File: src/soc_periph_pkg.sv
// widths, apb address map, register offsets, fc event bits, apb types and helpers
package soc_periph_pkg;

  ////////////////////////////////////////
  // bus and vector widths
  ////////////////////////////////////////
  localparam int unsigned APB_ADDR_WIDTH = 32;
  localparam int unsigned APB_DATA_WIDTH = 32;
  localparam int unsigned N_GPIO         = 32;
  localparam int unsigned N_FC_EVENTS    = 32;

  // slot sits in paddr[13:12], slot 3 left unmapped
  localparam int unsigned N_APB_SLAVES      = 3;
  localparam int unsigned APB_SLOT_SOC_CTRL = 0;
  localparam int unsigned APB_SLOT_GPIO     = 1;
  localparam int unsigned APB_SLOT_TIMER    = 2;

  ////////////////////////////////////////
  // register word offsets, paddr[11:2]
  ////////////////////////////////////////
  localparam logic [9:0] SOC_CTRL_BOOTADDR = 10'd0;
  localparam logic [9:0] SOC_CTRL_FETCHEN  = 10'd1;

  localparam logic [9:0] GPIO_DIR       = 10'd0;
  localparam logic [9:0] GPIO_OUT       = 10'd1;
  localparam logic [9:0] GPIO_IN        = 10'd2;
  localparam logic [9:0] GPIO_INTEN     = 10'd3;
  localparam logic [9:0] GPIO_INTSTATUS = 10'd4;

  localparam logic [9:0] TIMER_CFG   = 10'd0;
  localparam logic [9:0] TIMER_COUNT = 10'd1;
  localparam logic [9:0] TIMER_CMP   = 10'd2;

  // fc boots from here unless software moves it
  localparam logic [APB_DATA_WIDTH-1:0] BOOT_ADDR_DEFAULT = 32'h1C00_8080;

  // timer cfg bits
  localparam int unsigned TIMER_CFG_EN_BIT     = 0;
  localparam int unsigned TIMER_CFG_REFCLK_BIT = 1;

  // fc event vector positions
  localparam int unsigned FC_EVT_TIMER_MTIME = 7;
  localparam int unsigned FC_EVT_TIMER_LO    = 16;
  localparam int unsigned FC_EVT_REF_EDGE    = 23;
  localparam int unsigned FC_EVT_GPIO        = 24;
  localparam int unsigned FC_EVT_HWPE0       = 30;
  localparam int unsigned FC_EVT_HWPE1       = 31;

  ////////////////////////////////////////
  // apb request / response bundles
  ////////////////////////////////////////
  typedef struct packed {
    logic [APB_ADDR_WIDTH-1:0] paddr;
    logic [APB_DATA_WIDTH-1:0] pwdata;
    logic                      pwrite;
    logic                      psel;
    logic                      penable;
  } apb_req_t;

  typedef struct packed {
    logic [APB_DATA_WIDTH-1:0] prdata;
    logic                      pready;
    logic                      pslverr;
  } apb_rsp_t;

  // decoded view of one paddr word
  typedef struct packed {
    logic [17:0] unused;
    logic [1:0]  slot;
    logic [9:0]  offset;
    logic [1:0]  byte_off;
  } apb_addr_fields_t;

  typedef union packed {
    logic [APB_ADDR_WIDTH-1:0] word;
    apb_addr_fields_t          fields;
  } apb_addr_u;

  // write strobe, high in the access phase of a write
  function automatic logic apb_wr_access(apb_req_t req);
    return req.psel & req.penable & req.pwrite;
  endfunction

endpackage
File: src/soc_peripherals.sv
// soc peripheral top: apb decode, soc control, gpio, timer and fc event map
`timescale 1ns/1ps

module soc_peripherals
  import soc_periph_pkg::*;
(
  input  logic                      clk_i,
  input  logic                      arst_n_i,
  input  logic                      slow_clk_i,
  input  apb_req_t                  apb_req_i,
  output apb_rsp_t                  apb_rsp_o,
  input  logic                      fc_fetch_en_valid_i,
  input  logic                      fc_fetch_en_i,
  output logic [APB_DATA_WIDTH-1:0] fc_bootaddr_o,
  output logic                      fc_fetchen_o,
  input  logic [N_GPIO-1:0]         gpio_in_i,
  output logic [N_GPIO-1:0]         gpio_out_o,
  output logic [N_GPIO-1:0]         gpio_oe_o,
  input  logic [1:0]                fc_hwpe_events_i,
  output logic [N_FC_EVENTS-1:0]    fc_events_o
);

  apb_req_t slv_req [N_APB_SLAVES];
  apb_rsp_t slv_rsp [N_APB_SLAVES];
  // interrupt sources into the event map
  logic     gpio_irq;
  logic     timer_irq;
  logic     ref_tick;

  ////////////////////////////////////////
  // apb fabric
  ////////////////////////////////////////
  periph_bus_decode periph_bus_decode_i (
    .clk_i     (clk_i),
    .arst_n_i  (arst_n_i),
    .apb_req_i (apb_req_i),
    .slv_req_o (slv_req),
    .slv_rsp_i (slv_rsp),
    .apb_rsp_o (apb_rsp_o)
  );

  ////////////////////////////////////////
  // register slaves
  ////////////////////////////////////////
  soc_ctrl_regs soc_ctrl_regs_i (
    .clk_i               (clk_i),
    .arst_n_i            (arst_n_i),
    .apb_req_i           (slv_req[APB_SLOT_SOC_CTRL]),
    .apb_rsp_o           (slv_rsp[APB_SLOT_SOC_CTRL]),
    .fc_fetch_en_valid_i (fc_fetch_en_valid_i),
    .fc_fetch_en_i       (fc_fetch_en_i),
    .fc_bootaddr_o       (fc_bootaddr_o),
    .fc_fetchen_o        (fc_fetchen_o)
  );

  gpio_regs gpio_regs_i (
    .clk_i      (clk_i),
    .arst_n_i   (arst_n_i),
    .apb_req_i  (slv_req[APB_SLOT_GPIO]),
    .apb_rsp_o  (slv_rsp[APB_SLOT_GPIO]),
    .gpio_in_i  (gpio_in_i),
    .gpio_out_o (gpio_out_o),
    .gpio_oe_o  (gpio_oe_o),
    .gpio_irq_o (gpio_irq)
  );

  // counts clk_i or synced slow clock rises
  soc_timer soc_timer_i (
    .clk_i       (clk_i),
    .arst_n_i    (arst_n_i),
    .apb_req_i   (slv_req[APB_SLOT_TIMER]),
    .apb_rsp_o   (slv_rsp[APB_SLOT_TIMER]),
    .ref_tick_i  (ref_tick),
    .timer_irq_o (timer_irq)
  );

  fc_event_map fc_event_map_i (
    .clk_i            (clk_i),
    .arst_n_i         (arst_n_i),
    .slow_clk_i       (slow_clk_i),
    .timer_irq_i      (timer_irq),
    .gpio_irq_i       (gpio_irq),
    .fc_hwpe_events_i (fc_hwpe_events_i),
    .ref_tick_o       (ref_tick),
    .fc_events_o      (fc_events_o)
  );

endmodule

File: src/fc_event_map.sv
// slow clock synchronizer and edge detector, registered fc event vector
`timescale 1ns/1ps

module fc_event_map
  import soc_periph_pkg::*;
(
  input  logic                   clk_i,
  input  logic                   arst_n_i,
  input  logic                   slow_clk_i,
  input  logic                   timer_irq_i,
  input  logic                   gpio_irq_i,
  input  logic [1:0]             fc_hwpe_events_i,
  output logic                   ref_tick_o,
  output logic [N_FC_EVENTS-1:0] fc_events_o
);

  logic                   sync_q1;
  logic                   sync_q2;
  logic                   hist_q;
  logic                   ref_rise;
  logic                   ref_fall;
  logic [N_FC_EVENTS-1:0] events_d;
  logic [N_FC_EVENTS-1:0] events_q;

  ////////////////////////////////////////
  // slow clock sampling
  ////////////////////////////////////////
  // slow_clk_i is data here, never a clock
  always_ff @(posedge clk_i or negedge arst_n_i) begin
    if (!arst_n_i) begin
      sync_q1 <= 1'b0;
      sync_q2 <= 1'b0;
      hist_q  <= 1'b0;
    end else begin
      sync_q1 <= slow_clk_i;
      sync_q2 <= sync_q1;
      hist_q  <= sync_q2;
    end
  end

  // one-cycle pulses per synced edge
  assign ref_rise   = sync_q2 & ~hist_q;
  assign ref_fall   = ~sync_q2 & hist_q;
  // timer ref mode counts rises only
  assign ref_tick_o = ref_rise;

  ////////////////////////////////////////
  // event vector
  ////////////////////////////////////////
  always_comb begin
    // unused lines tied low
    events_d                     = '0;
    events_d[FC_EVT_TIMER_MTIME] = timer_irq_i;
    events_d[FC_EVT_TIMER_LO]    = timer_irq_i;
    events_d[FC_EVT_REF_EDGE]    = ref_rise | ref_fall;
    events_d[FC_EVT_GPIO]        = gpio_irq_i;
    events_d[FC_EVT_HWPE0]       = fc_hwpe_events_i[0];
    events_d[FC_EVT_HWPE1]       = fc_hwpe_events_i[1];
  end

  // one flop stage toward the fc
  always_ff @(posedge clk_i or negedge arst_n_i) begin
    if (!arst_n_i) begin
      events_q <= '0;
    end else begin
      events_q <= events_d;
    end
  end

  assign fc_events_o = events_q;

endmodule

File: src/soc_timer.sv
// apb system timer: clock or reference-tick counter, compare with auto-reset, irq pulse
`timescale 1ns/1ps

module soc_timer
  import soc_periph_pkg::*;
(
  input  logic     clk_i,
  input  logic     arst_n_i,
  input  apb_req_t apb_req_i,
  output apb_rsp_t apb_rsp_o,
  input  logic     ref_tick_i,
  output logic     timer_irq_o
);

  apb_addr_u                 addr;
  logic                      wr_en;
  logic                      count_wr;
  logic [1:0]                cfg_q;
  logic [APB_DATA_WIDTH-1:0] count_q;
  logic [APB_DATA_WIDTH-1:0] cmp_q;
  logic                      advance;
  logic                      match;

  assign addr.word = apb_req_i.paddr;
  assign wr_en     = apb_wr_access(apb_req_i);
  assign count_wr  = wr_en && addr.fields.offset == TIMER_COUNT;

  // one step per clock, or per slow clock rise in ref mode
  assign advance = cfg_q[TIMER_CFG_EN_BIT] &
                   (cfg_q[TIMER_CFG_REFCLK_BIT] ? ref_tick_i : 1'b1);
  assign match   = advance && (count_q == cmp_q);

  ////////////////////////////////////////
  // counter
  ////////////////////////////////////////
  always_ff @(posedge clk_i or negedge arst_n_i) begin
    if (!arst_n_i) begin
      cfg_q   <= '0;
      count_q <= '0;
      cmp_q   <= '0;
    end else begin
      if (wr_en && addr.fields.offset == TIMER_CFG) begin
        cfg_q <= {apb_req_i.pwdata[TIMER_CFG_REFCLK_BIT],
                  apb_req_i.pwdata[TIMER_CFG_EN_BIT]};
      end
      if (wr_en && addr.fields.offset == TIMER_CMP) begin
        cmp_q <= apb_req_i.pwdata;
      end
      // software load has priority over counting
      if (count_wr) begin
        count_q <= apb_req_i.pwdata;
      end else if (match) begin
        count_q <= '0;
      end else if (advance) begin
        count_q <= count_q + 1'b1;
      end
    end
  end

  // pulse on the matching step, fc_event_map registers it
  assign timer_irq_o = match;

  always_comb begin
    case (addr.fields.offset)
      TIMER_CFG:   apb_rsp_o.prdata = APB_DATA_WIDTH'(cfg_q);
      TIMER_COUNT: apb_rsp_o.prdata = count_q;
      TIMER_CMP:   apb_rsp_o.prdata = cmp_q;
      default:     apb_rsp_o.prdata = '0;
    endcase
  end

  assign apb_rsp_o.pready  = 1'b1;
  assign apb_rsp_o.pslverr = 1'b0;

  a_irq_when_enabled: assert property (
    @(posedge clk_i) disable iff (!arst_n_i)
    timer_irq_o |-> cfg_q[TIMER_CFG_EN_BIT]
  ) else $error("timer irq while disabled");

endmodule

File: src/gpio_regs.sv
// apb gpio: direction and output registers, input synchronizer, rising-edge interrupt status
`timescale 1ns/1ps

module gpio_regs
  import soc_periph_pkg::*;
(
  input  logic              clk_i,
  input  logic              arst_n_i,
  input  apb_req_t          apb_req_i,
  output apb_rsp_t          apb_rsp_o,
  input  logic [N_GPIO-1:0] gpio_in_i,
  output logic [N_GPIO-1:0] gpio_out_o,
  output logic [N_GPIO-1:0] gpio_oe_o,
  output logic              gpio_irq_o
);

  apb_addr_u         addr;
  logic              wr_en;
  logic [N_GPIO-1:0] sync_q1;
  logic [N_GPIO-1:0] sync_q2;
  logic [N_GPIO-1:0] prev_q;
  logic [N_GPIO-1:0] dir_q;
  logic [N_GPIO-1:0] out_q;
  logic [N_GPIO-1:0] inten_q;
  logic [N_GPIO-1:0] status_q;
  logic [N_GPIO-1:0] rise;
  logic [N_GPIO-1:0] status_set;
  logic [N_GPIO-1:0] status_clr;

  assign addr.word = apb_req_i.paddr;
  assign wr_en     = apb_wr_access(apb_req_i);

  ////////////////////////////////////////
  // input sync and edge detect
  ////////////////////////////////////////
  // two flops for metastability, third keeps last level
  always_ff @(posedge clk_i or negedge arst_n_i) begin
    if (!arst_n_i) begin
      sync_q1 <= '0;
      sync_q2 <= '0;
      prev_q  <= '0;
    end else begin
      sync_q1 <= gpio_in_i;
      sync_q2 <= sync_q1;
      prev_q  <= sync_q2;
    end
  end

  assign rise       = sync_q2 & ~prev_q;
  assign status_set = rise & inten_q;
  // write one to clear
  assign status_clr = (wr_en && addr.fields.offset == GPIO_INTSTATUS) ?
                      apb_req_i.pwdata : '0;

  ////////////////////////////////////////
  // config and status registers
  ////////////////////////////////////////
  always_ff @(posedge clk_i or negedge arst_n_i) begin
    if (!arst_n_i) begin
      dir_q    <= '0;
      out_q    <= '0;
      inten_q  <= '0;
      status_q <= '0;
    end else begin
      if (wr_en && addr.fields.offset == GPIO_DIR) begin
        dir_q <= apb_req_i.pwdata;
      end
      if (wr_en && addr.fields.offset == GPIO_OUT) begin
        out_q <= apb_req_i.pwdata;
      end
      if (wr_en && addr.fields.offset == GPIO_INTEN) begin
        inten_q <= apb_req_i.pwdata;
      end
      // a new edge survives a clear in the same cycle
      status_q <= (status_q & ~status_clr) | status_set;
    end
  end

  assign gpio_oe_o  = dir_q;
  assign gpio_out_o = out_q;
  // level irq, stays up until software clears every bit
  assign gpio_irq_o = |status_q;

  // read mux
  always_comb begin
    case (addr.fields.offset)
      GPIO_DIR:       apb_rsp_o.prdata = dir_q;
      GPIO_OUT:       apb_rsp_o.prdata = out_q;
      GPIO_IN:        apb_rsp_o.prdata = sync_q2;
      GPIO_INTEN:     apb_rsp_o.prdata = inten_q;
      GPIO_INTSTATUS: apb_rsp_o.prdata = status_q;
      default:        apb_rsp_o.prdata = '0;
    endcase
  end

  assign apb_rsp_o.pready  = 1'b1;
  assign apb_rsp_o.pslverr = 1'b0;

  // status may only rise on pins that were enabled the cycle before
  a_status_needs_inten: assert property (
    @(posedge clk_i) disable iff (!arst_n_i)
    1'b1 |=> ((status_q & ~$past(status_q) & ~$past(inten_q)) == '0)
  ) else $error("gpio status set on a disabled pin");

endmodule

File: src/soc_ctrl_regs.sv
// apb slave for soc control: fc boot address and fetch enable with external override
`timescale 1ns/1ps

module soc_ctrl_regs
  import soc_periph_pkg::*;
(
  input  logic                      clk_i,
  input  logic                      arst_n_i,
  input  apb_req_t                  apb_req_i,
  output apb_rsp_t                  apb_rsp_o,
  input  logic                      fc_fetch_en_valid_i,
  input  logic                      fc_fetch_en_i,
  output logic [APB_DATA_WIDTH-1:0] fc_bootaddr_o,
  output logic                      fc_fetchen_o
);

  apb_addr_u                 addr;
  logic                      wr_en;
  logic [APB_DATA_WIDTH-1:0] bootaddr_q;
  logic                      fetchen_q;

  assign addr.word = apb_req_i.paddr;
  assign wr_en     = apb_wr_access(apb_req_i);

  ////////////////////////////////////////
  // control registers
  ////////////////////////////////////////
  always_ff @(posedge clk_i or negedge arst_n_i) begin
    if (!arst_n_i) begin
      bootaddr_q <= BOOT_ADDR_DEFAULT;
      fetchen_q  <= 1'b0;
    end else begin
      if (wr_en && addr.fields.offset == SOC_CTRL_BOOTADDR) begin
        bootaddr_q <= apb_req_i.pwdata;
      end
      // external fetch enable beats software
      if (fc_fetch_en_valid_i) begin
        fetchen_q <= fc_fetch_en_i;
      end else if (wr_en && addr.fields.offset == SOC_CTRL_FETCHEN) begin
        fetchen_q <= apb_req_i.pwdata[0];
      end
    end
  end

  // outputs straight from the flops
  assign fc_bootaddr_o = bootaddr_q;
  assign fc_fetchen_o  = fetchen_q;

  ////////////////////////////////////////
  // read back
  ////////////////////////////////////////
  always_comb begin
    case (addr.fields.offset)
      SOC_CTRL_BOOTADDR: apb_rsp_o.prdata = bootaddr_q;
      SOC_CTRL_FETCHEN:  apb_rsp_o.prdata = APB_DATA_WIDTH'(fetchen_q);
      // holes read as zero
      default:           apb_rsp_o.prdata = '0;
    endcase
  end

  // zero wait states, no errors inside a mapped slot
  assign apb_rsp_o.pready  = 1'b1;
  assign apb_rsp_o.pslverr = 1'b0;

endmodule

File: src/periph_bus_decode.sv
// apb slot decoder: per-slave psel, response mux and unmapped-slot error
`timescale 1ns/1ps

module periph_bus_decode
  import soc_periph_pkg::*;
(
  input  logic     clk_i,
  input  logic     arst_n_i,
  input  apb_req_t apb_req_i,
  output apb_req_t slv_req_o [N_APB_SLAVES],
  input  apb_rsp_t slv_rsp_i [N_APB_SLAVES],
  output apb_rsp_t apb_rsp_o
);

  apb_addr_u               addr;
  logic [N_APB_SLAVES-1:0] slot_hit;
  logic [N_APB_SLAVES-1:0] psel_vec;

  // slot field picks the slave
  assign addr.word = apb_req_i.paddr;

  ////////////////////////////////////////
  // request fan-out
  ////////////////////////////////////////
  always_comb begin
    for (int i = 0; i < N_APB_SLAVES; i++) begin
      slot_hit[i] = (addr.fields.slot == 2'(i));
    end
  end

  assign psel_vec = slot_hit & {N_APB_SLAVES{apb_req_i.psel}};

  always_comb begin
    for (int i = 0; i < N_APB_SLAVES; i++) begin
      // every slave sees the whole request
      slv_req_o[i]      = apb_req_i;
      // but only the addressed one gets psel
      slv_req_o[i].psel = psel_vec[i];
    end
  end

  ////////////////////////////////////////
  // response mux
  ////////////////////////////////////////
  always_comb begin
    // slot 3 falls through to here, zero data and error
    apb_rsp_o.prdata  = '0;
    apb_rsp_o.pready  = 1'b1;
    apb_rsp_o.pslverr = 1'b1;
    for (int i = 0; i < N_APB_SLAVES; i++) begin
      if (slot_hit[i]) begin
        apb_rsp_o = slv_rsp_i[i];
      end
    end
  end

  // never two slaves in one transfer
  a_psel_onehot: assert property (
    @(posedge clk_i) disable iff (!arst_n_i) $onehot0(psel_vec)
  ) else $error("more than one apb slave selected");

endmodule

File: config.mk
export PLATFORM = sky130hd
export DESIGN_NAME = soc_peripherals
export DESIGN_NICKNAME = d
export VERILOG_FILES = /design/src/soc_periph_pkg.sv /design/src/soc_peripherals.sv /design/src/fc_event_map.sv /design/src/soc_timer.sv /design/src/gpio_regs.sv /design/src/soc_ctrl_regs.sv /design/src/periph_bus_decode.sv
export SDC_FILE = /design/constraint.sdc
export NUM_CORES = 1
export LEC_CHECK = 0
export BUFFER_PORTS_ARGS = -buffer_cell sky130_fd_sc_hd__buf_4
export CELL_PAD_IN_SITES_DETAIL_PLACEMENT = 1
export CELL_PAD_IN_SITES_GLOBAL_PLACEMENT = 1
export CORE_MARGIN = 2
export CORE_UTILIZATION = 49
export CTS_CLUSTER_DIAMETER = 60
export CTS_CLUSTER_SIZE = 16
export DETAILED_ROUTE_END_ITERATION = 16
export PLACE_DENSITY_LB_ADDON = 0.1
export SLEW_MARGIN = 20
export SYNTH_ARGS = -nofsm -noshare
export SYNTH_HDL_FRONTEND = slang
export SYNTH_HIERARCHICAL = 1
export SYNTH_SLANG_ARGS = --single-unit
File: constraint.sdc
create_clock -name clk_i -period 8.95 [get_ports clk_i]
set_clock_uncertainty 0.1 [all_clocks]
set_input_delay 2.685 -clock clk_i [delete_from_list [all_inputs] [get_ports clk_i]]
set_output_delay 2.685 -clock clk_i [all_outputs]
set_load 0.005 [all_outputs]
==> results by group <==
Power and ir drop
  • P_leak: 8.90 nW
  • Pwr Density: 165 nW/um^2
  • VDD IR max: 0.142 mV

Setup path
  • Instance count on the critical path: 8
  • Crit path launch type: input pin
  • Crit Path Max Fanout: 27
  • R2R Path Start: fc_event_map_i/sync_q2
  • CP max stage cell: or4_4
  • Critical setup path kind: input pin to primary output
  • Crit-path cells: buf_4 -> or4_4 -> nor3_2 -> buf_4 -> a22o_1 -> mux2i_1 -> o2bb2ai_1 -> buf_4
  • Endpoint class of the critical path: primary output
  • Worst endpoint required time: 6.17 ns
  • Worst r2r path cells: 8
  • Crit path arrival time: 4.92 ns
  • RR Endpoint: soc_timer_i/count_q[29]
  • Critical path destination: apb_rsp_o[17]
  • Worst Path Buf+Inv: 3
  • CP max stage delay: 0.63 ns
  • Reg2Reg Setup Slack: 6.04 ns
  • Crit path launch: apb_req_i[43]
  • Top delay family on crit path: simple AND/OR/NAND/NOR gates
  • Most frequent CP cell: buf_4

Timing
  • Worst Slack Setup Final: 1.24 ns
  • Final worst path period need: 7.71 ns
  • Fmax achieved: 130 MHz
  • # setup viols final: 0
  • RSZ-0062 raised after global routing: false
  • Slew Limit Headroom: 31.5%
  • Slew Limit Fails: 0
  • Fin Hold WS: 0.251 ns
  • Slew @ Worst Pin: 1.03 ns
  • Post-route clock period utilization: 86.1%
  • Fin. Hold Viols: 0
  • Setup Total Neg Slack: 0 ns

GRT
  • Pin count of the biggest net entering global routing: 147
  • Number of antenna violations at the first check in global routing: 0
  • Global-route usage over all layers: 26.2%
  • Vias in the first global route: 11.8k
  • First-pass GRT wire length: 72100 um
  • Final global-route overflow total: 0

CTS
  • Post_cts resized: 0
  • CTS Root Cell: clkbuf_16
  • Clk buf depth: 3
  • # clock sinks: 331
  • CTS tree: built
  • CTS clk-pin slew, worst paths: 0.06 ns
  • Post-CTS setup buffer count: 0
  • Htree depth: 1
  • Clock latency on the worst-skew pair: 0.58 ns
  • CTS Hold Bufs: 0
  • TritonCTS buffer count: 31

Synth
  • Syn Std Cell Area: 16700 sq um
  • Mean Syn Cell Area: 12.0 sq um
  • YS warnings: 6
  • Syn Inst Count: 1393

Outcome
  • Status: finished, final reports clean

Drt
  • Routed Antenna Nets: 0
  • Drt via density: 5.81
  • 1st-iter DRT viols: 616
  • Via count: 11.2k
  • Initial DRT Pass Iterations: 5
  • Mean routed wirelength per cell: 24.2 um
  • Routed wire length: 46600 um
  • Remaining DRCs: 0

Layout
  • Share of layout cells above drive strength 1: 28.7%
  • Fillers: 3451
  • Nets@finish: 1561
  • Area growth syn-to-layout: 11.2%
  • Post-Layout Cell Count: 1927
  • Final Core Density: 55.4%

Floorplan
  • Core area: 33600 sq um
  • Top-Level Pins: 269
  • Initial Utilization: 49.8%
  • Die Area: 35700 sq um
  • Cell Rows: 67
  • Die Y: 189 um
  • Die extent in x: 189 um

Placed design
  • Port Buffers: 221
  • DP Cell Count: 1866
  • Place WS: 1.25 ns
  • DPL Wire Length: 32100 um
  • Final GP Congestion: 0.816

Run
  • Number of max-cap violations: 0

Min path
  • Worst hold-check path type: flip-flop to flip-flop
-- per-layer routing --
| layer | share of wire (%) | wire [um] | global-route usage, % |
|---|---|---|---|
| met2 | 48 | 22200 | 42.8 |
| met5 | 0 | 0 | 0 |
| met3 | 4.9 | 2270 | 3.43 |
| met4 | 2.9 | 1370 | 7.90 |
| met1 | 44 | 20700 | 36.8 |
-- layout by cell type (no fill, tap or decap), drive strengths merged, types with 7 or more instances in the layout --
cell type / count
inv: 49
nand3: 12
and3: 7
or3: 14
dfrtp: 326
mux2: 166
clkbuf: 41
buf: 244
mux2i: 41
o21ai: 28
o22ai: 32
nor4: 20
xnor2: 29
nand3b: 7
nand4: 17
and2: 36
o2bb2ai: 32
nor2b: 7
mux4: 31
a21oi: 17
conb: 32
a22o: 61
nor2: 48
nand2b: 7
nand2: 52
a31oi: 22
nor3: 7
a21o: 32
-- final cells by class --
cell class / instances / area (sq um) / area share [%]
Clock inverter: 18 / 189 / 1.01
Sequential cell: 331 / 8290 / 44.5
Antenna cell: 1 / 2.50 / 0.0134
Multi-Input combinational cell: 806 / 6750 / 36.3
Inverter: 38 / 143 / 0.766
Clock buffer: 40 / 810 / 4.35
Tap cell: 448 / 561 / 3.01
Timing Repair Buffer: 245 / 1870 / 10.0
-- worst min-delay path by stage --
stage / from / to / slack [ns] / depth (start not counted)
finish: fc_event_map_i/sync_q1 / fc_event_map_i/sync_q2 / 0.25 / 0
global route: gpio_regs_i/sync_q1[28] / gpio_regs_i/sync_q2[28] / 0.26 / 0
CTS: fc_event_map_i/sync_q1 / fc_event_map_i/sync_q2 / 0.25 / 0
detailed placement: gpio_regs_i/sync_q1[7] / gpio_regs_i/sync_q2[7] / 0.24 / 0
global placement: gpio_regs_i/sync_q1[28] / gpio_regs_i/sync_q2[28] / 0.23 / 0
floorplan: fc_event_map_i/sync_q1 / fc_event_map_i/sync_q2 / 0.23 / 0
-- flip-flops by register name (all words and copies together) (netlist names), 32 cells and up --
name	flops
gpio_regs_i/gpio_out_o	32
gpio_regs_i/inten_q	32
gpio_regs_i/sync_q2	32
gpio_regs_i/status_q	32
gpio_regs_i/sync_q1	32
soc_timer_i/count_q	32
soc_timer_i/cmp_q	32
gpio_regs_i/gpio_oe_o	32
gpio_regs_i/prev_q	32
soc_ctrl_regs_i/fc_bootaddr_o	32
-- power breakdown --
part	leakage, nW	switching [mW]	internal (mW)
Combinational	4.35	0.128	0.0798
Sequential	4.05	0.0186	1.52
Clock	0.492	0.623	0.693
-- per-stage QoR --
step	cell area [sq um]	power, mW
floorplan	16800	1.72
global placement	17600	1.77
detailed placement	17600	1.78
CTS	18600	3.11
global route	18600	3.18
finish	18600	3.07
Note: power is estimated with default switching activity, not from simulation.
